File: src/render_pkg.sv
// render package
// shared widths, frame geometry, register map and reset values of the line renderer
package render_pkg;

	// 24-bit rgb colour
	typedef logic [23:0] color_t;
	// 4-bit palette index, one packed pixel
	typedef logic [3:0] pix_idx_t;
	// write/scan position: [19:9] line, [10:9] ring line, [8:0] pixel
	typedef logic [19:0] vid_addr_t;
	// physical ring address, low bits of a position
	typedef logic [10:0] ring_addr_t;
	// spi ram byte address
	typedef logic [23:0] mem_addr_t;
	// cpu and spi data word
	typedef logic [31:0] word_t;

	// fetch sequencer states
	typedef enum logic [2:0] {
		IDLE_FRAME,
		WAIT_ROOM,
		START_READ,
		READING,
		REFRESH_DROP
	} fetch_state_t;

	// frame geometry, in pixels and lines
	localparam int unsigned LINE_STRIDE = 512;
	localparam int unsigned VISIBLE_PIXELS = 480;
	localparam int unsigned FRAME_LINES = 320;
	localparam int unsigned PIXELS_PER_WORD = 8;
	// spi ram refresh slot, low 7 position bits
	localparam logic [6:0] REFRESH_POS = 7'h70;
	// write position after reset, two lines ahead of scan-out
	localparam vid_addr_t POS_RESET = 20'h400;

	// register map
	localparam int unsigned PALETTE_ENTRIES = 16;
	localparam int unsigned REG_FB_ADDR_INDEX = 16;
	// top 128K of the spi ram
	localparam mem_addr_t FB_ADDR_RESET = 24'h7E0000;

	// standard 16-colour set
	localparam color_t DEFAULT_PALETTE [PALETTE_ENTRIES] = '{
		24'h000000, 24'h000080, 24'h008000, 24'h008080,
		24'h800000, 24'h800080, 24'h808000, 24'h808080,
		24'h404040, 24'h0000ff, 24'h00ff00, 24'h00ffff,
		24'hff0000, 24'hff00ff, 24'hffff00, 24'hffffff
	};

endpackage

File: src/line_counter.sv
// write position counter
// steps one per pixel, skips the invisible tail of each line, and decodes
// frame end, ring room and the spi ram refresh slot
module line_counter import render_pkg::*; (
	input  logic      clk,
	input  logic      reset,
	input  logic      pixel_step,
	input  logic      restart,
	input  logic      next_field,
	input  vid_addr_t curr_vid_addr,
	output vid_addr_t pos,
	output logic      frame_done,
	output logic      ring_free,
	output logic      refresh_point
);

	vid_addr_t pos_next;

	always_comb begin
		pos_next = pos;
		if (restart && next_field) begin
			// new field, back to line 0
			pos_next = '0;
		end else if (pixel_step) begin
			if (pos[8:0] == 9'(VISIBLE_PIXELS - 1)) begin
				// last visible pixel, jump to the next stride boundary
				pos_next = (pos & ~vid_addr_t'(LINE_STRIDE - 1)) + vid_addr_t'(LINE_STRIDE);
			end else begin
				pos_next = pos + 20'd1;
			end
		end
	end

	always_ff @(posedge clk) begin
		if (reset) begin
			pos <= POS_RESET;
			refresh_point <= 1'b0;
		end else begin
			pos <= pos_next;
			// one-cycle flag as the position arrives on the refresh slot
			refresh_point <= (pos_next != pos) && (pos_next[6:0] == REFRESH_POS);
		end
	end

	// all visible lines of the frame written
	assign frame_done = (pos[19:9] == 11'(FRAME_LINES));

	// room while the write line is not the scanned ring line
	assign ring_free = (pos[10:9] != curr_vid_addr[10:9]);

	// nothing is stepped once the last line of the frame is written
	assert property (@(posedge clk) disable iff (reset)
		frame_done |-> !pixel_step);

endmodule

File: config.mk
export PLATFORM = sky130hd
export DESIGN_NAME = line_counter
export DESIGN_NICKNAME = d
export VERILOG_FILES = /design/src/render_pkg.sv /design/src/line_counter.sv
export SDC_FILE = /design/constraint.sdc
export NUM_CORES = 1
export LEC_CHECK = 0
export BUFFER_PORTS_ARGS = -buffer_cell sky130_fd_sc_hd__buf_2
export CAP_MARGIN = 20
export CELL_PAD_IN_SITES_DETAIL_PLACEMENT = 1
export CELL_PAD_IN_SITES_GLOBAL_PLACEMENT = 1
export CORE_MARGIN = 4
export CORE_UTILIZATION = 36
export CTS_CLUSTER_DIAMETER = 100
export DETAILED_ROUTE_END_ITERATION = 12
export PLACE_DENSITY_LB_ADDON = 0.1
export SYNTH_ARGS = -nofsm -noshare
export SYNTH_HDL_FRONTEND = slang
export SYNTH_SLANG_ARGS = --single-unit
File: constraint.sdc
create_clock -name clk -period 2.7 [get_ports clk]
set_input_delay 0 -clock clk [delete_from_list [all_inputs] [get_ports clk]]
set_output_delay 0 -clock clk [all_outputs]
set_load 0.01 [all_outputs]
==> implementation parameters <==
Parameter                              Value

Run status
  Result of the run    completed

Cells and area
  Area taken by flip-flops and latches    420 sq um
  Fill cell total of the finished layout    416
  Nets    203
  Core Util, Final    0.450
  Post-layout instance count excluding filler cells    218
  Final design instance area without fill    1400 sq um
  Multi-input logic area    714 sq um
  # diodes    0
  Proportion of layout cells with a drive suffix above 1    0.213
  Synthesis-to-layout area growth    17.1%

Synthesis
  Primary FF master, synth    sky130_fd_sc_hd__dfxtp_1
  Gate count of the mapped netlist    147
  Number of synthesis warnings    0
  FF+latch count, synth    21
  Count of different cell masters after synthesis    33
  Sequential cell area fraction in the yosys report    0.353
  Number of synthesized flops with an enable pin    0
  FFs w/ async S/R, synth    0
  Netlist area before placement    1190 sq um
  Number of nets produced by synthesis    175
  Mapped Avg Cell Area    8.10 sq um

Floorplan
  Height of the chip    65.5 um
  Core Box Area    3100 sq um
  Num ports    48
  Die width    65.5 um
  Die area    4290 sq um
  Initial core utilization    0.384
  # rows    20

Global routing
  Wire length of the first global-routing pass    5.55 mm
  Met2 layer usage reported by global route    0.288
  Number of antenna violations at the first check in global routing    0
  Number of global-route vias before repair    1218
  Global router's overall resource usage    0.163
  Total grt overflow    0
  Met3 Track Usage GR    0.0222
  Global Route met1 Usage    0.206
  GRT Max-Usage Layer    met2
  Maximum number of pins on one net before global-route repair    17

STA
  Max-slew headroom    0.612
  Final critical path time including I/O delays and setup    2090 ps
  Post-route clock skew    9.07 ps
  Endpoints failing hold    0
  Setup repair after global routing missed its margin    false
  Setup TNS    0 ps
  Highest achievable clock rate    0.480 GHz
  Slew at the pin closest to its max-slew limit    582 ps
  Post-route clock period utilization    0.772
  Final setup fails    0
  Max-slew violations    0

Placement
  Detailed-placement wirelength estimate    2.43 mm
  Standard cell area after detailed placement    1360 sq um
  Number of input and output port buffers inserted    29
  Final RePlAce weighted congestion    0.749
  Post-placement cell count    213

Clock network
  Clock root buffer    sky130_fd_sc_hd__clkbuf_4
  Number of buffers created by CTS    3
  Sinks on Clock Net    21
  Clock slew at the register clock pins of the worst setup and hold paths    120 ps
  CTS tree    built
  H-tree Lvls    1
  CTS max path bufs    2
  Post-CTS Setup Repair Bufs    0
  Later-pin clock latency in the skew report    310 ps

Hold path
  Startpoint of the tightest hold check path    pixel_step
  Type of the tightest min-delay check    input pin to flip-flop

Detailed routing
  DR pass1 iterations    4
  Post-DRT Antenna Nets    0
  Routed wire length    3.19 mm
  Number of DRC markers after the initial detailed-route iteration    45
  Via/cell ratio    5.31
  DRC violation count after routing    0
  Routed len/inst    14.6 um
  DR vias    1157

Worst setup path
  R2r startpoint    pos[0]
  Worst endpoint required time    2890 ps
  Startpoint kind of the worst setup timing path    flip-flop
  Startpoint-to-endpoint class of the critical path    flip-flop to flip-flop
  Data arrival at the endpoint of the critical path    2280 ps
  Critical Path Sink Type    flip-flop
  Timing startpoint of the critical path    pos[0]
  Peak fanout along the critical path    10

Job
  Number of max-cap violations    0

Power and ir drop
  Highest ir drop seen on vdd    0.132 mV
  Leakage dissipation    0.000566 uW
  Total power per unit cell area    374 nW/um^2
report_power, final:
group | total [uW] | internal, uW | switching [uW]
combinational | 47.9 | 21.0 | 26.9
sequential | 321 | 313 | 8.13
clock | 153 | 55.3 | 98.0
worst paths after layout:
| path | end | slack (ps) | cells past startpoint |
|---|---|---|---|
| max reg2reg | pos[19] | 610 | 6 |
| min reg2reg | pos[19] | 570 | 2 |
| min | pos[0] | 110 | 3 |
| max | pos[19] | 610 | 6 |
Yosys cell counts (4+ instances only):
cell type,count,area (sq um)
sky130_fd_sc_hd__nor2_1,23,86.3
sky130_fd_sc_hd__dfxtp_1,21,420
sky130_fd_sc_hd__nand4_1,5,31.3
sky130_fd_sc_hd__a21oi_1,5,25.0
sky130_fd_sc_hd__and3_1,4,25.0
sky130_fd_sc_hd__nand2_1,13,48.8
sky130_fd_sc_hd__xor2_1,11,96.3
sky130_fd_sc_hd__a31oi_1,4,25.0
sky130_fd_sc_hd__inv_1,6,22.5
sky130_fd_sc_hd__xnor2_1,7,61.3
sky130_fd_sc_hd__nor3_1,4,20.0
sky130_fd_sc_hd__nand3_1,8,40.0
worst max-delay path: stages (launching register included):
cell and delay [ps]:
sky130_fd_sc_hd__dfxtp_1 560, sky130_fd_sc_hd__ha_1 330, sky130_fd_sc_hd__nand2b_1 150, sky130_fd_sc_hd__a2111oi_4 540
sky130_fd_sc_hd__nand4_1 170, sky130_fd_sc_hd__xor2_1 160, sky130_fd_sc_hd__nor2_1 50
layout make-up:
type | count | area share
multi-input cells | 113 | 0.512
inverters | 6 | 0.0161
well taps | 44 | 0.0395
flip-flops and latches | 21 | 0.301
repair buffers | 30 | 0.111
clock buffers | 3 | 0.0161
clock inverters | 1 | 0.00359
timing repair:
action | in CTS | in global routing
resized for setup | 0 | 0
hold buffers | 1 | 0
endpoints found under the hold margin | 1 | 0
cells in the final DEF, fill, tap and decap left out, types with 5 or more instances in the layout:
cell	n
sky130_fd_sc_hd__buf_2	29
sky130_fd_sc_hd__nor2_1	23
sky130_fd_sc_hd__dfxtp_1	21
sky130_fd_sc_hd__nand2_1	13
sky130_fd_sc_hd__xor2_1	11
sky130_fd_sc_hd__nand3_1	8
sky130_fd_sc_hd__xnor2_1	7
sky130_fd_sc_hd__inv_1	6
sky130_fd_sc_hd__nand4_1	5
sky130_fd_sc_hd__a21oi_1	5
flip-flops by register name, summed over array words and instances, names as in the netlist:
register / flops
refresh_point: 1
pos: 20
metrics by stage:
stage	hold WS (ps)	power, uW	setup slack (ps)
CTS	96.6	534	596
global route	115	552	410
global placement	204	374	686
finish	109	522	615
detailed placement	213	375	616
floorplan	107	359	924
logic make-up after synthesis:
group                      Yosys count  share of synthesized area
adders and majority gates            3                     0.0315
and+or+nand+nor                     70                      0.298
xor gates and xnor gates            18                      0.132
DFF                                 21                      0.353
AOI/OAI and AO/OA                   21                      0.129
buffers and inverters               13                     0.0473
muxes                                1                    0.00840
routing by layer:
metal | wire, um | share of wire | up-vias
li1 | - | - | 570
met1 | 1470 | 0.46 | 567
met2 | 1580 | 0.50 | 16
met3 | 94 | 0.029 | 4
met4 | 38 | 0.012 | 0
met5 | 0 | 0 | -
(Power assumes the default switching activity.)
