File: config.mk
export PLATFORM = sky130hd
export DESIGN_NAME = cpu_regs
export DESIGN_NICKNAME = d
export VERILOG_FILES = /design/src/render_pkg.sv /design/src/cpu_regs.sv
export SDC_FILE = /design/constraint.sdc
export NUM_CORES = 1
export LEC_CHECK = 0
export ABC_CLOCK_PERIOD_IN_PS = 4450
export BUFFER_PORTS_ARGS = -buffer_cell sky130_fd_sc_hd__buf_2
export CAP_MARGIN = 20
export CORE_ASPECT_RATIO = 0.8
export CORE_MARGIN = 2
export CORE_UTILIZATION = 49
export DETAILED_ROUTE_END_ITERATION = 12
export GPL_TIMING_DRIVEN = 0
export PLACE_DENSITY_LB_ADDON = 0.1
export REMOVE_ABC_BUFFERS = 1
export SYNTH_ARGS = -nofsm -noshare
export SYNTH_HDL_FRONTEND = slang
export SYNTH_SLANG_ARGS = --single-unit
File: constraint.sdc
create_clock -name clk -period 4.45 [get_ports clk]
set_clock_uncertainty 0.15 [all_clocks]
set_input_delay 1.335 -clock clk [delete_from_list [all_inputs] [get_ports clk]]
set_output_delay 1.335 -clock clk [all_outputs]
set_load 0.005 [all_outputs]
File: src/render_pkg.sv
// render package
// shared widths, frame geometry, register map and reset values of the line renderer
package render_pkg;

	// 24-bit rgb colour
	typedef logic [23:0] color_t;
	// 4-bit palette index, one packed pixel
	typedef logic [3:0] pix_idx_t;
	// write/scan position: [19:9] line, [10:9] ring line, [8:0] pixel
	typedef logic [19:0] vid_addr_t;
	// physical ring address, low bits of a position
	typedef logic [10:0] ring_addr_t;
	// spi ram byte address
	typedef logic [23:0] mem_addr_t;
	// cpu and spi data word
	typedef logic [31:0] word_t;

	// fetch sequencer states
	typedef enum logic [2:0] {
		IDLE_FRAME,
		WAIT_ROOM,
		START_READ,
		READING,
		REFRESH_DROP
	} fetch_state_t;

	// frame geometry, in pixels and lines
	localparam int unsigned LINE_STRIDE = 512;
	localparam int unsigned VISIBLE_PIXELS = 480;
	localparam int unsigned FRAME_LINES = 320;
	localparam int unsigned PIXELS_PER_WORD = 8;
	// spi ram refresh slot, low 7 position bits
	localparam logic [6:0] REFRESH_POS = 7'h70;
	// write position after reset, two lines ahead of scan-out
	localparam vid_addr_t POS_RESET = 20'h400;

	// register map
	localparam int unsigned PALETTE_ENTRIES = 16;
	localparam int unsigned REG_FB_ADDR_INDEX = 16;
	// top 128K of the spi ram
	localparam mem_addr_t FB_ADDR_RESET = 24'h7E0000;

	// standard 16-colour set
	localparam color_t DEFAULT_PALETTE [PALETTE_ENTRIES] = '{
		24'h000000, 24'h000080, 24'h008000, 24'h008080,
		24'h800000, 24'h800080, 24'h808000, 24'h808080,
		24'h404040, 24'h0000ff, 24'h00ff00, 24'h00ffff,
		24'hff0000, 24'hff00ff, 24'hffff00, 24'hffffff
	};

endpackage

File: src/cpu_regs.sv
// cpu register slave
// holds the 16-entry palette and the frame-buffer base, returns the scan
// position on any read, and serves palette lookups for the unpacker
module cpu_regs import render_pkg::*; (
	input  logic       clk,
	input  logic       reset,
	input  logic [24:0] addr,
	input  word_t      din,
	input  logic       wen,
	input  logic       ren,
	input  vid_addr_t  curr_vid_addr,
	input  pix_idx_t   pal_index,
	output word_t      dout,
	output logic       ready,
	output mem_addr_t  fb_addr,
	output color_t     pal_color
);

	color_t palette [PALETTE_ENTRIES];
	logic done_q;
	logic access;
	logic reg_space;
	logic [17:0] word_index;

	// first cycle of a held strobe
	assign access = (wen || ren) && !done_q;

	// register space is the low 1M, addressed by word
	assign reg_space = (addr[23:20] == 4'd0);
	assign word_index = addr[19:2];

	// acknowledge one cycle after the strobe, for one cycle only
	assign ready = done_q && (wen || ren);

	// combinational lookup for the unpacker
	assign pal_color = palette[pal_index];

	always_ff @(posedge clk) begin
		if (reset) begin
			done_q <= 1'b0;
		end else begin
			// set on a fresh strobe, clear after the ready cycle
			done_q <= access;
		end
	end

	always_ff @(posedge clk) begin
		if (reset) begin
			palette <= DEFAULT_PALETTE;
			fb_addr <= FB_ADDR_RESET;
		end else if (access && wen && reg_space) begin
			if (word_index < 18'(PALETTE_ENTRIES)) begin
				palette[addr[5:2]] <= din[23:0];
			end else if (word_index == 18'(REG_FB_ADDR_INDEX)) begin
				fb_addr <= din[23:0];
			end
			// other indices are acknowledged and dropped
		end
	end

	// status word, valid in the ready cycle
	always_ff @(posedge clk) begin
		if (access && ren) begin
			dout <= {8'd0, curr_vid_addr, 4'd0};
		end
	end

	// a strobe still held after the acknowledge would start a second access
	assert property (@(posedge clk) disable iff (reset)
		ready |=> !(wen || ren));

endmodule

==> impl_metrics.py <==
metrics = {
    "outcome": {
        "outcome": "finished clean",
    },
    "floorplanning": {
        "die_area_sq_um": 40700,
        "start_util": 0.499,
        "die_h_um": 181,
        "io_pins": 166,
        "num_rows": 64,
        "die_x_um": 225,
        "coreArea_sq_um": 38400,
    },
    "yosys": {
        "synth_top_family_by_area": "multiplexers",
        "synth_fa_ha_area_frac": 0,
        "ys_warn_count": 0,
        "synthMuxAreaShare": 0.326,
        "netlist.area_leader.share": 0.427,
        "synthFlopType": "dfxtp_1",
        "yosysSeqAreaShare": 0.458,
        "yosysUniqueCellTypes": 33,
        "async_flop_share": 0,
        "avgSynthCellArea_sq_um": 11.5,
        "synth.cell_area_sq_um": 19200,
        "synthCells": 1669,
        "synthXorXnorAreaFrac": 0,
        "synth_enable_flop_cells": 20,
        "yosys.area.top_type": "dfxtp_1",
        "synth-simple-area-share": 0.157,
        "synth-compound-area-share": 0.0188,
        "yosys_register_bits": 429,
        "synthTopCellsByArea": "dfxtp_1 43%, mux2i_1 21%, mux4_2 11%",
    },
    "drt": {
        "routed-via-count": 12580,
        "drc": 0,
        "drt-vias-per-instance": 5.56,
        "drtIter0Drc": 926,
        "drt-total-wl_um": 49400,
        "avgRoutedWirePerCell_um": 21.8,
        "antenna_left": 0,
        "first_pass_iters": 5,
    },
    "timing": {
        "tightest_slew_ns": 0.989,
        "fin_setup_tns_ns": 0,
        "finalCriticalPeriod_ns": 4.37,
        "drv_slew": 0,
        "setup_viol": 0,
        "finalCritPeriodShare": 0.983,
        "max_freq_mhz": 229,
        "max-slew-margin-rel": 0.339,
        "finalHoldViolCount": 0,
        "rsz0062_at_grt": "false",
    },
    "clock_tree": {
        "cts.sinks": 429,
        "cts.clk_slew.worst_paths_ns": 0.06,
        "clock_latency_ns": 0.55,
        "cts_root_buffer": "clkbuf_16",
        "cts_tree": "done",
        "max-clock-path-buffers": 3,
        "cts_buffers": 44,
        "cts_htree_levels": 2,
        "postCtsHoldBufs": 0,
        "post_cts_buffers": 0,
    },
    "global_routing": {
        "grt_pass1_wl_um": 74900,
        "grtUsageTotal": 0.240,
        "grt_pass1_vias": 12467,
        "antenna_found_initial": 0,
        "overflow": 0,
        "grt_max_degree": 172,
    },
    "cells_and_area": {
        "ff_latch_area_sq_um": 8790,
        "nFillCells": 3253,
        "layout_common_cells": "409 x dfxtp_1, 408 x mux2i_1, 315 x nand2b_1",
        "multiInputGateArea_sq_um": 9710,
        "design_area_sq_um": 21900,
        "drive_gt1_frac": 0.201,
        "syn2layout_area_growth_pct": 14.4,
        "layout.nets": 1821,
        "final_common_cell": "dfxtp_1",
        "num_antenna_cells": 0,
    },
    "worst_setup_path": {
        "cp_max_fo": 17,
        "crit_type": "input pin to output port",
        "worst_ep_arrival_time_ns": 2.89,
        "required_ns": 2.96,
        "crit_path_end_kind": "output port",
        "startpoint_type": "input pin",
    },
    "worst_hold_path": {
        "worstHoldPathType": "register to register",
    },
    "placement": {
        "port_buffers": 142,
        "place_area_sq_um": 20300,
        "place.gp.congestion": 0.706,
        "dpl.hpwl_um": 27500,
    },
    "power_and_ir_drop": {
        "power_density_nw_per_um2": 365,
        "power_leakage_nw": 9.92,
        "vdd_drop_max_mv": 0.336,
    },
    "job": {
        "maxCapViolCount": 0,
    },
}
[registers in the layout, indices dropped and copies added, names as in the netlist]
| name | flops |
|---|---|
| dout | 20 |
| palette | 384 |
| done_q | 1 |
| fb_addr | 24 |
[Yosys cell counts, types with 2 or more instances]
cell type	n
edfxtp_1	20
buf_6	7
buf_2	34
a22oi_1	48
mux4_2	96
nor2b_1	6
clkbuf_1	99
nor3_1	2
and4_1	4
nand4_4	4
and2_1	2
nor2_1	145
nand2b_1	315
or4_1	3
nand4_1	3
nor4_1	2
dfxtp_1	409
nand3_4	3
buf_4	17
mux2i_1	408
nand2_1	26
buf_1	5
[layer usage]
layer | track usage | up-vias | part of all wire
met4 | 0.0509 | 0 | 0.017
met5 | 0 | - | 0
li1 | - | 5934 | -
met3 | 0.0377 | 64 | 0.043
met1 | 0.351 | 6339 | 0.48
met2 | 0.375 | 243 | 0.46
[path summary, 6_finish.rpt]
kind | startpoint | to | slack (ns) | cells past startpoint
hold / removal | palette[112] | palette[112] | 0.32 | 2
hold reg to reg | palette[112] | palette[112] | 0.32 | 2
setup reg to reg | done_q | palette[167] | 1.06 | 4
setup / recovery | pal_index[0] | pal_color[16] | 0.08 | 6
[cell type report]
| type | instances | share of cell area |
|---|---|---|
| clock inverters | 7 | 0.00399 |
| repair buffers | 172 | 0.0643 |
| clock buffers | 69 | 0.0600 |
| multi-input cells | 1089 | 0.443 |
| flip-flops and latches | 429 | 0.401 |
| well taps | 495 | 0.0282 |
[metrics by stage]
step | hold WS, ns | instances | setup WS [ns] | util | power, mW
final | 0.318 | 2261 | 0.0756 | 0.571 | 8.01
after floorplan | 0.295 | 1518 | -0.224 | - | 4.16
after global routing | 0.330 | 2261 | 0.000527 | 0.571 | 8.29
after CTS | 0.321 | 2260 | 0.0276 | 0.570 | 8.10
after detailed placement | 0.308 | 2179 | -0.339 | 0.529 | 4.41
after global placement | 0.306 | 2155 | -3.37 | 0.515 | 4.41
[worst max-delay path: stages]
cell and delay, ns:
buf_16 0.20, buf_16 0.23, mux4_2 0.52, a22oi_1 0.29, nand2_1 0.13, buf_2 0.15
[kinds of logic after synthesis]
logic type / count (synthesis)
multiplexers: 504
buffers and inverters: 162
AND/OR/NAND/NOR: 525
other: 1
AO/OA/AOI/OAI: 48
flip-flops: 429
[repair_timing]
| item | in CTS | in global routing |
|---|---|---|
| gates resized for setup | 5 | 2 |
| gates cloned | 5 | 1 |
| endpoints found under the setup margin | 22 | 15 |
[power breakdown]
part / total (mW) / internal, mW / switching [mW]
Clock: 3.65 / 2.13 / 1.52
Combinational: 0.470 / 0.200 / 0.270
Sequential: 3.89 / 3.88 / 0.00312
Note: power is estimated with default switching activity, not from simulation.
