[config.mk]
export PLATFORM = sky130hd
export DESIGN_NAME = fetch_fsm
export DESIGN_NICKNAME = d
export VERILOG_FILES = /design/src/render_pkg.sv /design/src/fetch_fsm.sv
export SDC_FILE = /design/constraint.sdc
export NUM_CORES = 1
export LEC_CHECK = 0
export BUFFER_PORTS_ARGS = -buffer_cell sky130_fd_sc_hd__buf_2
export CORE_ASPECT_RATIO = 0.9
export CORE_MARGIN = 5
export CORE_UTILIZATION = 49
export CTS_CLUSTER_SIZE = 40
export DETAILED_ROUTE_END_ITERATION = 10
export GPL_TIMING_DRIVEN = 0
export PLACE_DENSITY_LB_ADDON = 0.05
export SLEW_MARGIN = 10
export SYNTH_ARGS = -nofsm -noshare
export SYNTH_HDL_FRONTEND = slang
export SYNTH_SLANG_ARGS = --single-unit
[constraint.sdc]
create_clock -name clk -period 3.75 [get_ports clk]
set_clock_uncertainty 0.05 [all_clocks]
set_input_delay 1.125 -clock clk [delete_from_list [all_inputs] [get_ports clk]]
set_output_delay 1.125 -clock clk [all_outputs]
set_load 0.02 [all_outputs]
[src/render_pkg.sv]
// render package
// shared widths, frame geometry, register map and reset values of the line renderer
package render_pkg;

	// 24-bit rgb colour
	typedef logic [23:0] color_t;
	// 4-bit palette index, one packed pixel
	typedef logic [3:0] pix_idx_t;
	// write/scan position: [19:9] line, [10:9] ring line, [8:0] pixel
	typedef logic [19:0] vid_addr_t;
	// physical ring address, low bits of a position
	typedef logic [10:0] ring_addr_t;
	// spi ram byte address
	typedef logic [23:0] mem_addr_t;
	// cpu and spi data word
	typedef logic [31:0] word_t;

	// fetch sequencer states
	typedef enum logic [2:0] {
		IDLE_FRAME,
		WAIT_ROOM,
		START_READ,
		READING,
		REFRESH_DROP
	} fetch_state_t;

	// frame geometry, in pixels and lines
	localparam int unsigned LINE_STRIDE = 512;
	localparam int unsigned VISIBLE_PIXELS = 480;
	localparam int unsigned FRAME_LINES = 320;
	localparam int unsigned PIXELS_PER_WORD = 8;
	// spi ram refresh slot, low 7 position bits
	localparam logic [6:0] REFRESH_POS = 7'h70;
	// write position after reset, two lines ahead of scan-out
	localparam vid_addr_t POS_RESET = 20'h400;

	// register map
	localparam int unsigned PALETTE_ENTRIES = 16;
	localparam int unsigned REG_FB_ADDR_INDEX = 16;
	// top 128K of the spi ram
	localparam mem_addr_t FB_ADDR_RESET = 24'h7E0000;

	// standard 16-colour set
	localparam color_t DEFAULT_PALETTE [PALETTE_ENTRIES] = '{
		24'h000000, 24'h000080, 24'h008000, 24'h008080,
		24'h800000, 24'h800080, 24'h808000, 24'h808080,
		24'h404040, 24'h0000ff, 24'h00ff00, 24'h00ffff,
		24'hff0000, 24'hff00ff, 24'hffff00, 24'hffffff
	};

endpackage

[src/fetch_fsm.sv]
// fetch sequencer
// runs spi ram read bursts from fb_addr + pos/2, drops the read for refresh,
// at line end, on a full ring and at frame end
module fetch_fsm import render_pkg::*; (
	input  logic      clk,
	input  logic      reset,
	input  vid_addr_t pos,
	input  logic      frame_done,
	input  logic      ring_free,
	input  logic      refresh_point,
	input  logic      next_field,
	input  logic      m_is_idle,
	input  mem_addr_t fb_addr,
	output logic      m_do_read,
	output mem_addr_t m_addr,
	output logic      run,
	output logic      restart
);

	fetch_state_t state_q;
	fetch_state_t state_d;
	logic start_ok;
	logic line_end;

	// last word of the visible line is being unpacked
	assign line_end = pos[8:0] > 9'(VISIBLE_PIXELS - PIXELS_PER_WORD);

	always_comb begin
		state_d = state_q;
		start_ok = 1'b0;
		unique case (state_q)
			IDLE_FRAME: begin
				if (next_field) begin
					state_d = WAIT_ROOM;
				end
			end
			WAIT_ROOM: begin
				if (frame_done) begin
					state_d = IDLE_FRAME;
				end else if (ring_free) begin
					state_d = START_READ;
				end
			end
			START_READ: begin
				if (frame_done) begin
					state_d = IDLE_FRAME;
				end else if (!ring_free) begin
					state_d = WAIT_ROOM;
				end else if (m_is_idle && pos[2:0] == 3'd0) begin
					// master stopped and no word in flight
					state_d = READING;
					start_ok = 1'b1;
				end
			end
			READING: begin
				if (!ring_free || line_end) begin
					state_d = WAIT_ROOM;
				end else if (refresh_point) begin
					state_d = REFRESH_DROP;
				end
			end
			REFRESH_DROP: begin
				// keep accepting words until the master has stopped
				if (!ring_free) begin
					state_d = WAIT_ROOM;
				end else if (m_is_idle) begin
					state_d = START_READ;
				end
			end
			default: begin
				state_d = WAIT_ROOM;
			end
		endcase
	end

	always_ff @(posedge clk) begin
		if (reset) begin
			state_q <= WAIT_ROOM;
			m_do_read <= 1'b0;
		end else begin
			state_q <= state_d;
			m_do_read <= (state_d == READING);
		end
	end

	// burst start address, two pixels per byte
	always_ff @(posedge clk) begin
		if (start_ok) begin
			m_addr <= fb_addr + mem_addr_t'(pos >> 1);
		end
	end

	assign run = (state_q == READING) || (state_q == REFRESH_DROP);
	assign restart = (state_q == IDLE_FRAME);

	// no read burst runs into the end of the frame
	assert property (@(posedge clk) disable iff (reset)
		m_do_read |-> !frame_done);

endmodule

==> summary.md <==
| Metric | Value |
|---|---|
| Startpoint Class | `input port` |
| Core region area | `~4000 µm²` |
| Mapped Area | `between 2000 and 2500 µm²` |
| IO buf count | `77` |
| CTS Root Cell | `clkbuf_8` |
| Final ANT Viol Nets | `0` |
| Final worst-path cycle share | `81.68%` |
| GRT Total Usage | `approximately 17%` |
| 1st-iter DRT viols | `roughly 110` |
| Area of the die | `5486 µm²` |
| Slew Viols, Final | `0` |
| Clk_lat worst skew | `approximately 0.28 ns` |
| CTS tree | `done` |
| Synth Net Count | `approximately 280` |
| # clock sinks | `28` |
| Hold_ws | `approximately 0.75 ns` |
| Final hold violation count | `0` |
| Min-Delay Path Class | `register to register` |
| Total number of vias | `1791` |
| Die Height | `70.77 µm` |
| Worst path max stage delay | `~0.44 ns` |
| Post-DP HPWL | `~3800 µm` |
| Horiz. Die Dim | `~78 µm` |
| Num CTS Buffers | `3` |
| Worst EP arrival | `just over 3 ns` |
| Achievable clock frequency | `326.5 MHz` |
| Setup_tns | `0 ns` |
| H-tree lvl count | `1` |
| Slew headroom | `62.66%` |
| Power, Total | `826.7 µW` |
| Register area share after synthesis | `around 40%` |
| CP Max Fanout | `4` |
| Buf+Inv Stages, Crit Path | `1` |
| Global-route wire length before repair | `between 7000 and 8000 µm` |
| Slowest CP cell | `fa_1` |
| Starting density of the core | `between 50% and 60%` |
| Mean Syn Cell Area | `slightly below 10 µm²` |
| Post-synth cell types | `44` |
| Detailed Routing Iterations Pass 1 | `4` |
| Fin area | `about 2500 µm²` |
| Post-CTS sizing | `0` |
| Post-CTS Setup Bufs | `0` |
| Reg power frac | `42.8%` |
| Antenna diodes | `0` |
| Initial antenna violation count | `0` |
| Nets | `360` |
| Power Internal | `600.3 µW` |
| Hold_buf cts | `0` |
| Clock Tree Buf Depth | `2` |
| Dpl cell area | `between 2000 and 2500 µm²` |
| Post-layout min period | `just over 3 ns` |
| Synth warn | `0` |
| Actual slew at the worst max-slew pin | `around 0.56 ns` |
| Share of post-route cells with drive strength above 1 | `31.60%` |
| Final WL | `around 4600 µm` |
| Sw Share | `between 20% and 30%` |
| Async set-reset flop share out of synthesis | `0%` |
| Mean number of vias per cell | `roughly 5.3` |
| Worst-path cell chain | `buf_2, ha_1, fa_1, a211oi_2, o21ai_2, a31oi_1, o21a_1, o21ai_0, and3_1` |
| Wirelength per Cell | `approximately 14 µm` |
| Clock-pin slew on the worst setup and hold paths | `0.10 ns` |
| Vias in the first global route | `around 1800` |
| Placer congestion estimate | `roughly 0.81` |
| Rows | `22` |
| Switch Pwr | `226.4 µW` |
| Synthesized instance count | `~210` |
| Worst EP required | `3.74 ns` |
| Unrepaired setup endpoints after global routing | `false` |
| Post-synth top flop | `edfxtp_1` |
| Critical path class | `input port to register` |
| Setup violators final | `0` |
| Yosys reg bits | `28` |
| EDFF count, synth | `24` |
| Grt ovf | `0` |
| CP delay by family, top | `compound AO/OA/AOI/OAI gates` |
| Largest net degree at the start of global routing | `17` |
| I/O pin count | `just under 80` |
| Status | `finished, final reports clean` |
| Combinational power share | `between 20 and 30%` |
| Leakage | `1.115 nW` |
| Pwr dens | `around 320 nW/µm²` |
| Max IR drop VDD | `between 200 and 250 µV` |
| Clk pwr share | `between 20 and 30%` |
| Number of max-cap violations | `0` |
| CP Capture Type | `register` |
| DRC | `0` |
| Area growth syn-to-layout | `26.57%` |
-- per-layer routing --
layer,track usage [%],up-vias,wire length [µm]
li1,-,936,-
met1,23.10,800,2132
met2,28.04,53,2156
met3,3.562,2,304
met4,2.863,0,19
met5,0,-,0
-- placed cells by master (no fill, tap or decap), drive strengths merged, types with 6 or more instances in the layout --
cell type	netlist	routed
o211ai	6	6
nand2	21	21
nor2	15	15
edfxtp	24	24
ha	19	19
xnor2	14	14
xor2	6	6
a21oi	27	27
buf	1	79
o21ai	14	14
-- state kept, by name (all words and copies together) (netlist names) --
| register | count |
|---|---|
| m_addr | 24 |
| state_q | 3 |
| m_do_read | 1 |
-- synth_stat cells, types with 2 or more instances --
master,n,share of area (%)
and2_1,3,0.93
xor2_1,6,2.6
o21ai_2,2,0.87
nand3_1,5,1.2
nand4_1,3,0.93
xnor2_1,14,6.1
nor3_1,3,0.75
a31oi_1,3,0.93
nor2_1,15,2.8
and3_1,4,1.2
a211o_1,2,0.87
a21o_1,3,1.1
nand2b_1,2,0.62
nand2_1,21,3.9
inv_1,3,0.56
o21ai_0,12,3.0
o211ai_1,6,2.2
a21oi_1,27,6.7
edfxtp_1,24,36
ha_1,19,12
dfxtp_1,4,4.0
nor2b_1,3,0.93
-- tightest hold or removal path, stage by stage, from the launching register on --
cell and delay [ns]:
dfxtp_1 0.36, nand3b_1 0.15, o22ai_1 0.10, and2_1 0.15
-- power groups by stage --
stage	combinational (mW)	clock, mW	sequential (mW)
6_report	0.233	0.240	0.354
5_1_grt	0.263	0.258	0.354
4_1_cts	0.233	0.245	0.353
3_5_place_dp	0.232	0	0.361
3_3_place_gp	0.226	0	0.361
2_1_floorplan	0.165	0	0.361
-- cells by family after synthesis --
logic type	after synthesis	share of synthesized area [%]
buffers and inverters	6	1.244
xor gates and xnor gates	20	8.712
AOI/OAI and AO/OA	67	21.59
adders and majority gates	20	12.82
DFF	28	39.83
and+or+nand+nor	65	15.81
-- area by class of cell --
type | instances | area, µm²
multi-input cells | 172 | 1187
flip-flops and latches | 28 | 800.8
plain buffers | 3 | 13.76
fillers | 356 | 1474
repair buffers | 78 | 400.4
clock buffers | 3 | 41.29
inverters | 3 | 11.26
clock inverters | 1 | 30.03
well taps | 48 | 60.06
-- path summary, 6_finish.rpt --
path | from | end | slack (ns) | cells after the start
setup reg to reg | state_q[2] | m_addr[14] | 1.87 | 5
hold reg to reg | state_q[1] | state_q[2] | 0.75 | 3
setup / recovery | pos[1] | m_addr[14] | 0.69 | 9
hold / removal | state_q[1] | state_q[2] | 0.75 | 3
-- per-stage QoR --
stage	utilization, %	std cells	setup WS [ns]
floorplan	-	206	0.5715
global placement	61.11	331	-0.02941
detailed placement	61.55	332	0.4288
CTS	63.32	336	0.7187
global route	63.32	336	0.6257
finish	63.32	336	0.6871
Power figures use the tool's default switching activity.
