File: src/render_pkg.sv
// render package
// shared widths, frame geometry, register map and reset values of the line renderer
package render_pkg;

	// 24-bit rgb colour
	typedef logic [23:0] color_t;
	// 4-bit palette index, one packed pixel
	typedef logic [3:0] pix_idx_t;
	// write/scan position: [19:9] line, [10:9] ring line, [8:0] pixel
	typedef logic [19:0] vid_addr_t;
	// physical ring address, low bits of a position
	typedef logic [10:0] ring_addr_t;
	// spi ram byte address
	typedef logic [23:0] mem_addr_t;
	// cpu and spi data word
	typedef logic [31:0] word_t;

	// fetch sequencer states
	typedef enum logic [2:0] {
		IDLE_FRAME,
		WAIT_ROOM,
		START_READ,
		READING,
		REFRESH_DROP
	} fetch_state_t;

	// frame geometry, in pixels and lines
	localparam int unsigned LINE_STRIDE = 512;
	localparam int unsigned VISIBLE_PIXELS = 480;
	localparam int unsigned FRAME_LINES = 320;
	localparam int unsigned PIXELS_PER_WORD = 8;
	// spi ram refresh slot, low 7 position bits
	localparam logic [6:0] REFRESH_POS = 7'h70;
	// write position after reset, two lines ahead of scan-out
	localparam vid_addr_t POS_RESET = 20'h400;

	// register map
	localparam int unsigned PALETTE_ENTRIES = 16;
	localparam int unsigned REG_FB_ADDR_INDEX = 16;
	// top 128K of the spi ram
	localparam mem_addr_t FB_ADDR_RESET = 24'h7E0000;

	// standard 16-colour set
	localparam color_t DEFAULT_PALETTE [PALETTE_ENTRIES] = '{
		24'h000000, 24'h000080, 24'h008000, 24'h008080,
		24'h800000, 24'h800080, 24'h808000, 24'h808080,
		24'h404040, 24'h0000ff, 24'h00ff00, 24'h00ffff,
		24'hff0000, 24'hff00ff, 24'hffff00, 24'hffffff
	};

endpackage

File: src/pixel_unpack.sv
// pixel unpacker
// captures a fetched word and writes its eight nibbles, mapped through the
// palette, into the line buffer on consecutive cycles
module pixel_unpack import render_pkg::*; (
	input  logic       clk,
	input  logic       reset,
	input  logic       run,
	input  vid_addr_t  pos,
	input  logic       m_next_byte,
	input  word_t      m_rdata,
	input  color_t     pal_color,
	output pix_idx_t   pal_index,
	output logic       pixel_step,
	output logic       buf_wen,
	output ring_addr_t buf_waddr,
	output color_t     buf_wdata
);

	word_t word_q;
	word_t word_cur;
	logic active_q;
	logic take;

	// a word is only taken while the sequencer is reading
	assign take = m_next_byte && run;

	// first pixel comes straight from the bus
	assign word_cur = take ? m_rdata : word_q;

	// nibble by position, low nibble first
	assign pal_index = word_cur[4 * pos[2:0] +: 4];

	// step on the strobe and on each following nibble of the word
	assign pixel_step = take || active_q;

	always_ff @(posedge clk) begin
		if (take) begin
			word_q <= m_rdata;
		end
	end

	always_ff @(posedge clk) begin
		if (reset) begin
			active_q <= 1'b0;
			buf_wen <= 1'b0;
		end else begin
			// stop after the eighth nibble
			active_q <= pixel_step && (pos[2:0] != 3'(PIXELS_PER_WORD - 1));
			buf_wen <= pixel_step;
		end
	end

	// write address is the position before the step
	always_ff @(posedge clk) begin
		if (pixel_step) begin
			buf_waddr <= pos[10:0];
			buf_wdata <= pal_color;
		end
	end

endmodule

File: config.mk
export PLATFORM = sky130hd
export DESIGN_NAME = pixel_unpack
export DESIGN_NICKNAME = d
export VERILOG_FILES = /design/src/render_pkg.sv /design/src/pixel_unpack.sv
export SDC_FILE = /design/constraint.sdc
export NUM_CORES = 1
export LEC_CHECK = 0
export BUFFER_PORTS_ARGS = -buffer_cell sky130_fd_sc_hd__buf_2
export CORE_UTILIZATION = 29
export CTS_BUF_LIST = sky130_fd_sc_hd__clkbuf_16
export DETAILED_ROUTE_END_ITERATION = 16
export SLEW_MARGIN = 0
export SYNTH_ARGS = -nofsm -noshare
export SYNTH_HDL_FRONTEND = slang
export SYNTH_SLANG_ARGS = --single-unit
File: constraint.sdc
create_clock -name clk -period 1.9 [get_ports clk]
set_clock_uncertainty 0.15 [all_clocks]
set_input_delay 0 -clock clk [delete_from_list [all_inputs] [get_ports clk]]
set_output_delay 0 -clock clk [all_outputs]
set_load 0.01 [all_outputs]
==> flow_metrics.tcl, run 1 <==
set metrics [dict create \
    num_antenna_cells 0 \
    io_buffers 111 \
    cp_max_fo 2 \
    whs_ns -0.0006036 \
    crit_family "buffers and inverters" \
    drive_above_1_share 0.4224 \
    grt_util_all_layers 0.1400 \
    synth_cells 156 \
    clock_latency_ns 0.32 \
    grt_util_met3 0.05708 \
    die_height_um 96.62 \
    critPathBufInv 3 \
    drt-initial-drc-count 59 \
    violations "hold timing" \
    crit_path_max_incr_delay_ns 0.53 \
    synth_simple_gate_area_frac 0.04289 \
    synthAdderAreaFrac 0 \
    max_freq_mhz 586.7 \
    yosysUniqueCellTypes 25 \
    cp-endpoint "pal_index[1]" \
    clock-sinks 69 \
    grt-ovfl-total 0 \
    regToRegStartpoint "active_q" \
    synth_top_family_by_area "multiplexers" \
    synth_area_mm2 0.002596 \
    crit_required_ns 1.75 \
    clk_pin_slew_ns 0.06 \
    ios 121 \
    wl_per_cell_um 13.52 \
    maxSlewViolCount 0 \
    r2r_slack_ns 0.51 \
    p_per_area_mw_per_mm2 907.4 \
    drc_errors 0 \
    grt_first_pass_wirelength_um 10060 \
    max-cap-violations 0 \
    hp-class "in2reg" \
    leakagePower_nw 1.794 \
    numCtsBuffers 9 \
    status "finished, violations left" \
    min_path_cells 1 \
    gp_congestion 0.6787 \
    finish.net_count 423 \
    met1_usage 0.1646 \
    grt_max_degree 37 \
    syn_area_per_cell_um2 16.64 \
    drtPass1Iterations 4 \
    reg2reg_depth 3 \
    htree_levels 3 \
    ant_nets 0 \
    crit_slowest_cell "dlygate4sd3_1" \
    synth_seq_area_share 0.6670 \
    slew_headroom 0.7035 \
    grt_use_met2 0.2356 \
    vias_per_cell 4.314 \
    yosys_warnings 0 \
    area_growth_syn_to_layout_pct 63.76 \
    cp.arrival_ns 1.55 \
    cp_num_cells 7 \
    post_cts_buffers 0 \
    fin_setup_tns_ns 0 \
    start_util 0.2992 \
    setup_viol 0 \
    worstMarginPinSlew_ns 0.4335 \
    crit_top_cell "buf_2" \
    dieArea_mm2 0.009334 \
    die_width_um 96.62 \
    finalWirelength_um 6165 \
    dp_hpwl_um 4204 \
    ys_seq_elements 69 \
    ir_drop_mv 0.4230 \
    r2r-end "active_q" \
    critical_path.cell_chain "dlygate4sd3_1, buf_2, mux2i_1, nor2_1, a2111oi_0, nor4_1, buf_2" \
    cts_tree "yes" \
    grt_pass1_vias 2065 \
    crit_start "m_rdata[29]" \
    synth_compound_area_frac 0.03325 \
    worstSetupPathType "in2out" \
    cts-root-buf "clkbuf_16" \
    rsz0062_at_grt "no" \
    synthXorXnorAreaFrac 0 \
    synthMuxAreaShare 0.2347 \
    fin_crit_ns 1.705 \
    min_period_over_period 0.8971 \
    synth_nets 236 \
    cts_buffer_depth 2 \
    rows 34 \
    busiest_layer "met2" \
    start_kind "input port" \
    endpoint_kind "primary output" \
    antenna_found_initial 0 \
    finish.utilization 0.4899 \
    hold_violations 1 \
    core_mm2 0.008678 \
    num_vias 1967 \
]
registers in the layout, indices dropped and copies added (netlist names):
name and count:
buf_wen 1, word_q 32, buf_waddr 11, buf_wdata 24, active_q 1
where the power goes:
| group | internal, mW | leakage, nW | switching (mW) | total, mW |
|---|---|---|---|---|
| Combinational | 0.334 | 1.04 | 0.234 | 0.568 |
| Clock | 0.883 | 0.128 | 0.620 | 1.50 |
| Sequential | 1.74 | 0.622 | 0.0491 | 1.79 |
cells in the mapped netlist, drive strengths merged:
cell type,number,area share
a311oi,1,0.0034
buf,7,0.019
and3,2,0.0048
mux2i,2,0.0077
a2111oi,2,0.0067
dfxtp,34,0.26
nand2,2,0.0039
a21oi,2,0.0039
nor4,2,0.0048
nand2b,3,0.0072
mux4,10,0.088
nor2,7,0.010
a221oi,1,0.0034
o22ai,5,0.012
mux2,32,0.14
a311o,1,0.0039
inv,2,0.0029
nor3,5,0.0096
edfxtp,35,0.40
or2,1,0.0024
layout make-up:
type / count / area [um2]
well taps: 108 / 135.1
inverters: 2 / 7.507
flip-flops and latches: 69 / 1732
repair buffers: 183 / 1294
clock buffers: 9 / 225.2
fillers: 771 / 4427
clock inverters: 7 / 50.05
multi-input cells: 78 / 808.3
worst register-to-register path, cell delays in order (launching register included):
cell and delay, ns:
dfxtp_1 0.30, a21oi_1 0.19, a311oi_1 0.06, dlygate4sd3_1 0.58
per-layer routing:
metal / routed length, um / up-vias / share of wire
met5: 0 / - / 0
met4: 38 / 0 / 0.0062
met3: 466 / 5 / 0.076
met2: 3000 / 88 / 0.49
met1: 2659 / 894 / 0.43
li1: - / 980 / -
per-stage QoR:
step | cells | setup slack (ns) | cell area, um2 | power, mW
after floorplan | 156 | 0.2570 | 2596 | 2.073
after global placement | 371 | 0.2794 | 3284 | 2.262
after detailed placement | 371 | 0.2801 | 3284 | 2.281
after CTS | 456 | 0.1207 | 4250 | 3.920
after global routing | 456 | 0.06860 | 4252 | 4.049
final | 456 | 0.1955 | 4252 | 3.858
layout by cell type (no fill, tap or decap), types with 2 or more instances in the layout:
| master | n |
|---|---|
| edfxtp_1 | 35 |
| mux2_2 | 6 |
| dlygate4sd3_1 | 69 |
| dfxtp_1 | 34 |
| nand2b_1 | 3 |
| nor3_1 | 5 |
| a21oi_1 | 2 |
| mux2i_1 | 2 |
| inv_1 | 2 |
| nor4_1 | 2 |
| clkbuf_16 | 9 |
| and3_1 | 2 |
| buf_2 | 111 |
| clkinvlp_4 | 3 |
| buf_12 | 2 |
| o22ai_1 | 5 |
| mux4_2 | 9 |
| nor2_1 | 7 |
| clkinv_2 | 2 |
| mux2_1 | 26 |
kinds of logic (layout without fill, tap and decap cells):
family / count (synthesis) / after routing
multiplexers: 44 / 44
buffers and inverters: 9 / 201
flip-flops: 69 / 69
AO/OA/AOI/OAI: 12 / 12
AND/OR/NAND/NOR: 22 / 22
how the worst min path moves through the flow:
stage	startpoint	end
floorplan	reset	buf_wen
global placement	pal_color[17]	buf_wdata[17]
detailed placement	pal_color[12]	buf_wdata[12]
CTS	pos[0]	buf_waddr[0]
global route	pos[0]	buf_waddr[0]
finish	pos[0]	buf_waddr[0]
timing repair:
item                                    in CTS  in global routing
hold buffers                                69                  0
gates resized for setup                      0                  1
endpoints found under the setup margin       0                  1
hold endpoints to repair                    68                  0
No activity file was read; power rests on OpenSTA's default activity.
==> inputs of run 2 (changes only) <==
--- a/config.mk
+++ b/config.mk
@@ -5,10 +5,10 @@
 export SDC_FILE = /design/constraint.sdc
 export NUM_CORES = 1
 export LEC_CHECK = 0
-export BUFFER_PORTS_ARGS = -buffer_cell sky130_fd_sc_hd__buf_2
 export CORE_UTILIZATION = 29
 export CTS_BUF_LIST = sky130_fd_sc_hd__clkbuf_16
 export DETAILED_ROUTE_END_ITERATION = 16
+export DONT_BUFFER_PORTS = 1
 export SLEW_MARGIN = 0
 export SYNTH_ARGS = -nofsm -noshare
 export SYNTH_HDL_FRONTEND = slang
==> run 2 against run 1 <==
Net effect:
- the flow now finishes without violations
- sequential share of layout area grew 5.1 points
- final area shrank 11%
- critical path depth shrank 3
==> flow_metrics.tcl, run 2 (same netlist as run 1, synthesis figures left out) <==
set metrics [dict create \
    num_vias 1635 \
    finalWirelength_um 5936 \
    hold_end "word_q[28]" \
    ant_nets 0 \
    final_common_cell "dlygate4sd3_1" \
    p_per_area_mw_per_mm2 1054 \
    grt_first_pass_wirelength_um 9273 \
    crit_path_max_incr_delay_ns 0.53 \
    cts_tree "yes" \
    vias_per_cell 4.658 \
    top_regs "word_q (32), buf_wdata (24), buf_waddr (11)" \
    wl_met3_um 528 \
    start_util 0.2992 \
    clock_latency_ns 0.32 \
    cp.arrival_ns 1.57 \
    r2r_slack_ns 0.50 \
    fin_setup_tns_ns 0 \
    slew_headroom 0.5868 \
    hold_buffers 73 \
    gp_congestion 0.6351 \
    grt-ovfl-total 0 \
    rsz0062_at_grt "no" \
    antenna_found_initial 0 \
    crit_slowest_cell "mux4_1" \
    ir_drop_mv 0.4179 \
    critical_path.cell_chain "mux4_1, nor3_1, nor4_1, buf_4" \
    area_growth_syn_to_layout_pct 45.54 \
    regToRegStartpoint "word_q[4]" \
    largest_reg_flops 32 \
    finish.net_count 318 \
    die_height_um 96.62 \
    cts_buffer_depth 2 \
    drt-initial-drc-count 42 \
    setup_viol 0 \
    dp_hpwl_um 3990 \
    ctsResizeCount 0 \
    drtPass1Iterations 4 \
    max_freq_mhz 580.0 \
    num_antenna_cells 0 \
    leakagePower_nw 1.410 \
    layout_common_cells "dlygate4sd3_1 (73), edfxtp_1 (35), dfxtp_1 (34)" \
    ios 121 \
    io_buffers 0 \
    cp_num_cells 4 \
    hold_violations 0 \
    crit_family "multiplexers" \
    cp_max_fo 2 \
    reg2reg_depth 2 \
    endpoint_kind "primary output" \
    wl_met1_um 2458 \
    top_register "word_q" \
    dr_wl_met2_um 2885 \
    die_width_um 96.62 \
    finish.utilization 0.4354 \
    clk_pin_slew_ns 0.06 \
    wl_per_cell_um 16.91 \
    crit_required_ns 1.75 \
    r2r-end "word_q[4]" \
    fin_area_mm2 0.003779 \
    post_cts_buffers 0 \
    drive_above_1_share 0.1523 \
    start_kind "register" \
    maxSlewViolCount 0 \
    critPathBufInv 1 \
    dieArea_mm2 0.009334 \
    fill_cells 821 \
    status "complete, no violations" \
    min_path_cells 3 \
    clock-sinks 69 \
    min_period_over_period 0.9074 \
    drc_errors 0 \
    grt_util_all_layers 0.1308 \
    core_mm2 0.008678 \
    grt_pass1_vias 1780 \
    cts-root-buf "clkbuf_16" \
    hp-start "run" \
    htree_levels 3 \
    fin_crit_ns 1.724 \
    worstMarginPinSlew_ns 0.6042 \
    dpl_cell_area_mm2 0.002731 \
    worstSetupPathType "reg2out" \
    highest_layer "met4" \
    rows 34 \
    numCtsBuffers 9 \
    max-cap-violations 0 \
    grt_max_degree 37 \
    hp-class "in2reg" \
]
run 2: cell count changes in the layout (fill, tap and decap cells not counted), sizes merged:
| cell | before | now |
|---|---|---|
| clkinvlp | 3 | 0 |
| buf | 114 | 5 |
| bufinv | 0 | 2 |
| dlygate4sd3 | 69 | 73 |
| clkinv | 3 | 4 |
run 2: per-layer routing:
layer / vias to the layer above / track usage
met2: 86 / 0.2161
met3: 7 / 0.06069
met4: 0 / 0.04133
li1: 772 / -
met1: 770 / 0.1501
met5: - / 0
run 2: worst max path at each step:
| stage | start | endpoint | slack (ns) |
|---|---|---|---|
| after detailed placement | m_next_byte | pal_index[1] | 0.41 |
| after floorplan | active_q | buf_waddr[0] | 0.26 |
| after CTS | word_q[0] | pal_index[0] | 0.14 |
| after global routing | word_q[5] | pal_index[1] | 0.09 |
| after global placement | m_next_byte | pal_index[1] | 0.39 |
| final | word_q[0] | pal_index[0] | 0.18 |
run 2: layout make-up:
class	instances	area [um2]	share of cell area
repair buffers	78	780.7	0.2066
clock inverters	7	91.34	0.02417
flip-flops and latches	69	1732	0.4583
well taps	108	135.1	0.03576
multi-input cells	78	807.0	0.2136
clock buffers	9	225.2	0.05960
inverters	2	7.507	0.001987
run 2: report_power, final:
part	switching, mW	internal (mW)
combinational	0.154	0.262
sequential	0.0841	1.74
clock	0.598	1.14
total	0.837	3.15
run 2: worst register-to-register path, stage by stage, from the launching register on:
cell	delay, ns
dfxtp_1	0.30
mux2_1	0.28
dlygate4sd3_1	0.55
run 2: through the flow:
stage / power, mW / worst slack [ns] / instances / hold WS, ns
floorplan: 2.073 / 0.2570 / 156 / -0.07762
global route: 4.147 / 0.09069 / 351 / 0.1372
detailed placement: 2.146 / 0.4128 / 262 / -0.07113
finish: 3.983 / 0.1760 / 351 / 0.09498
CTS: 4.038 / 0.1370 / 351 / 0.1018
global placement: 2.130 / 0.3892 / 262 / -0.07204
==> inputs of run 3 (changes only) <==
--- a/config.mk
+++ b/config.mk
@@ -5,7 +5,7 @@
 export SDC_FILE = /design/constraint.sdc
 export NUM_CORES = 1
 export LEC_CHECK = 0
-export CORE_UTILIZATION = 29
+export CORE_UTILIZATION = 35
 export CTS_BUF_LIST = sky130_fd_sc_hd__clkbuf_16
 export DETAILED_ROUTE_END_ITERATION = 16
 export DONT_BUFFER_PORTS = 1
==> run 3 against run 2 <==
Net effect:
- routed wire length rose by 1.4%
- first-iteration DRC count fell by 26%
- critical path type unchanged
- register-to-register slack barely moved
- the run now ends with hold timing left
- final cell count fell by 2.8%
- core utilization rose by 8.2 points
- critical endpoint unchanged
- via count rose by 1.6%
==> flow_metrics.tcl, run 3 (same netlist as run 1, synthesis figures left out) <==
set metrics [dict create \
    post_cts_buffers 0 \
    cts-root-buf "clkbuf_16" \
    drt-initial-drc-count 31 \
    worstSetupPathType "reg2out" \
    cp.arrival_ns 1.50 \
    dieArea_mm2 0.007766 \
    multiInputGateArea_um2 807.0 \
    die_width_um 88.13 \
    grt-ovfl-total 0 \
    clock-sinks 69 \
    leakagePower_nw 1.392 \
    fin_ws_ns 0.2508 \
    status "finished, violations left" \
    whs_ns -0.004078 \
    finish.net_count 317 \
    max_freq_mhz 606.4 \
    ios 121 \
    fin_area_mm2 0.003730 \
    dp_hpwl_um 3742 \
    total_power_mw 3.827 \
    post-place-cells 254 \
    largest_reg_flops 32 \
    clk_pin_slew_ns 0.06 \
    hp-class "in2reg" \
    final_common_cell "dlygate4sd3_1" \
    critPathBufInv 1 \
    dpl_cell_area_mm2 0.002728 \
    start_kind "register" \
    rows 31 \
    maxSlewViolCount 0 \
    hold_violations 3 \
    finalWirelength_um 6018 \
    vias_per_cell 4.871 \
    ir_drop_mv 0.4934 \
    wl_per_cell_um 17.65 \
    fill_cells 621 \
    start_util 0.3599 \
    max-cap-violations 0 \
    slew_headroom 0.6819 \
    crit_required_ns 1.75 \
    top_register "word_q" \
    endpoint_kind "primary output" \
    crit_path_max_incr_delay_ns 0.50 \
    top_regs "word_q (32), buf_wdata (24), buf_waddr (11)" \
    worstMarginPinSlew_ns 0.4736 \
    io_buffers 0 \
    ant_nets 0 \
    regArea_mm2 0.001732 \
    cp_max_fo 2 \
    die_height_um 88.13 \
    drive_above_1_share 0.1570 \
    grt_max_degree 37 \
    grt_pass1_vias 1759 \
    core_mm2 0.007214 \
    rsz0062_at_grt "no" \
    fin_crit_ns 1.649 \
    ctsResizeCount 0 \
    grt_first_pass_wirelength_um 8901 \
    fin_setup_tns_ns 0 \
    cts_buffer_depth 2 \
    num_antenna_cells 0 \
    setup_viol 0 \
    numCtsBuffers 9 \
    gp_congestion 0.7582 \
    finish.utilization 0.5170 \
    htree_levels 3 \
    clock_latency_ns 0.32 \
    min_period_over_period 0.8680 \
    antenna_found_initial 0 \
    p_per_area_mw_per_mm2 1026 \
    critical_path.cell_chain "mux4_1, nor3_1, nor4_1, buf_4" \
    drc_errors 0 \
    cts_tree "yes" \
    violations "hold timing" \
    hold_buffers 71 \
    layout_common_cells "dlygate4sd3_1 (71), edfxtp_1 (35), dfxtp_1 (34)" \
    drtPass1Iterations 4 \
    area_growth_syn_to_layout_pct 43.66 \
    num_vias 1661 \
    crit_family "multiplexers" \
    crit_slowest_cell "mux4_1" \
    pre_cts_ws_ns 0.3561 \
    grt_util_all_layers 0.1610 \
    final_cells 341 \
]
[run 3: cell types whose count changed in the layout (fill, tap and decap cells not counted)]
cell	delta
dlygate4sd3_1	-2
buf_4	+1
bufinv_16	-1
clkinv_1	+1
clkinv_2	+1
inv_1	-1
[run 3: routing by layer]
layer,track usage,wire length [um]
met1,0.1759,2335
met5,0,0
met2,0.2826,3057
met4,0.06598,88
met3,0.05938,537
[run 3: power by group]
part	switching, mW	total, mW	internal [mW]	leakage [nW]
sequential	0.0881	1.83	1.74	0.622
combinational	0.151	0.406	0.255	0.623
clock	0.584	1.59	1.01	0.147
total	0.823	3.83	3.00	1.39
[run 3: path summary, 6_finish.rpt]
path	from	to	slack, ns	cells after the start
max	word_q[0]	pal_index[0]	0.25	4
min	run	word_q[8]	-0.004	2
max reg2reg	word_q[4]	word_q[4]	0.50	2
min reg2reg	word_q[29]	word_q[29]	0.31	1
[run 3: cell type report]
type | instances | area share
clock buffers | 9 | 0.06038
clock inverters | 7 | 0.01778
inverters | 2 | 0.002013
multi-input cells | 78 | 0.2164
flip-flops and latches | 69 | 0.4643
well taps | 99 | 0.03321
repair buffers | 77 | 0.2060
[run 3: worst reg2reg max path, delay by kind of cell (launching register included)]
| kind | cells | cell delay [ns] |
|---|---|---|
| DFF | 1 | 0.31 |
| muxes | 1 | 0.28 |
| buffers and inverters | 1 | 0.55 |
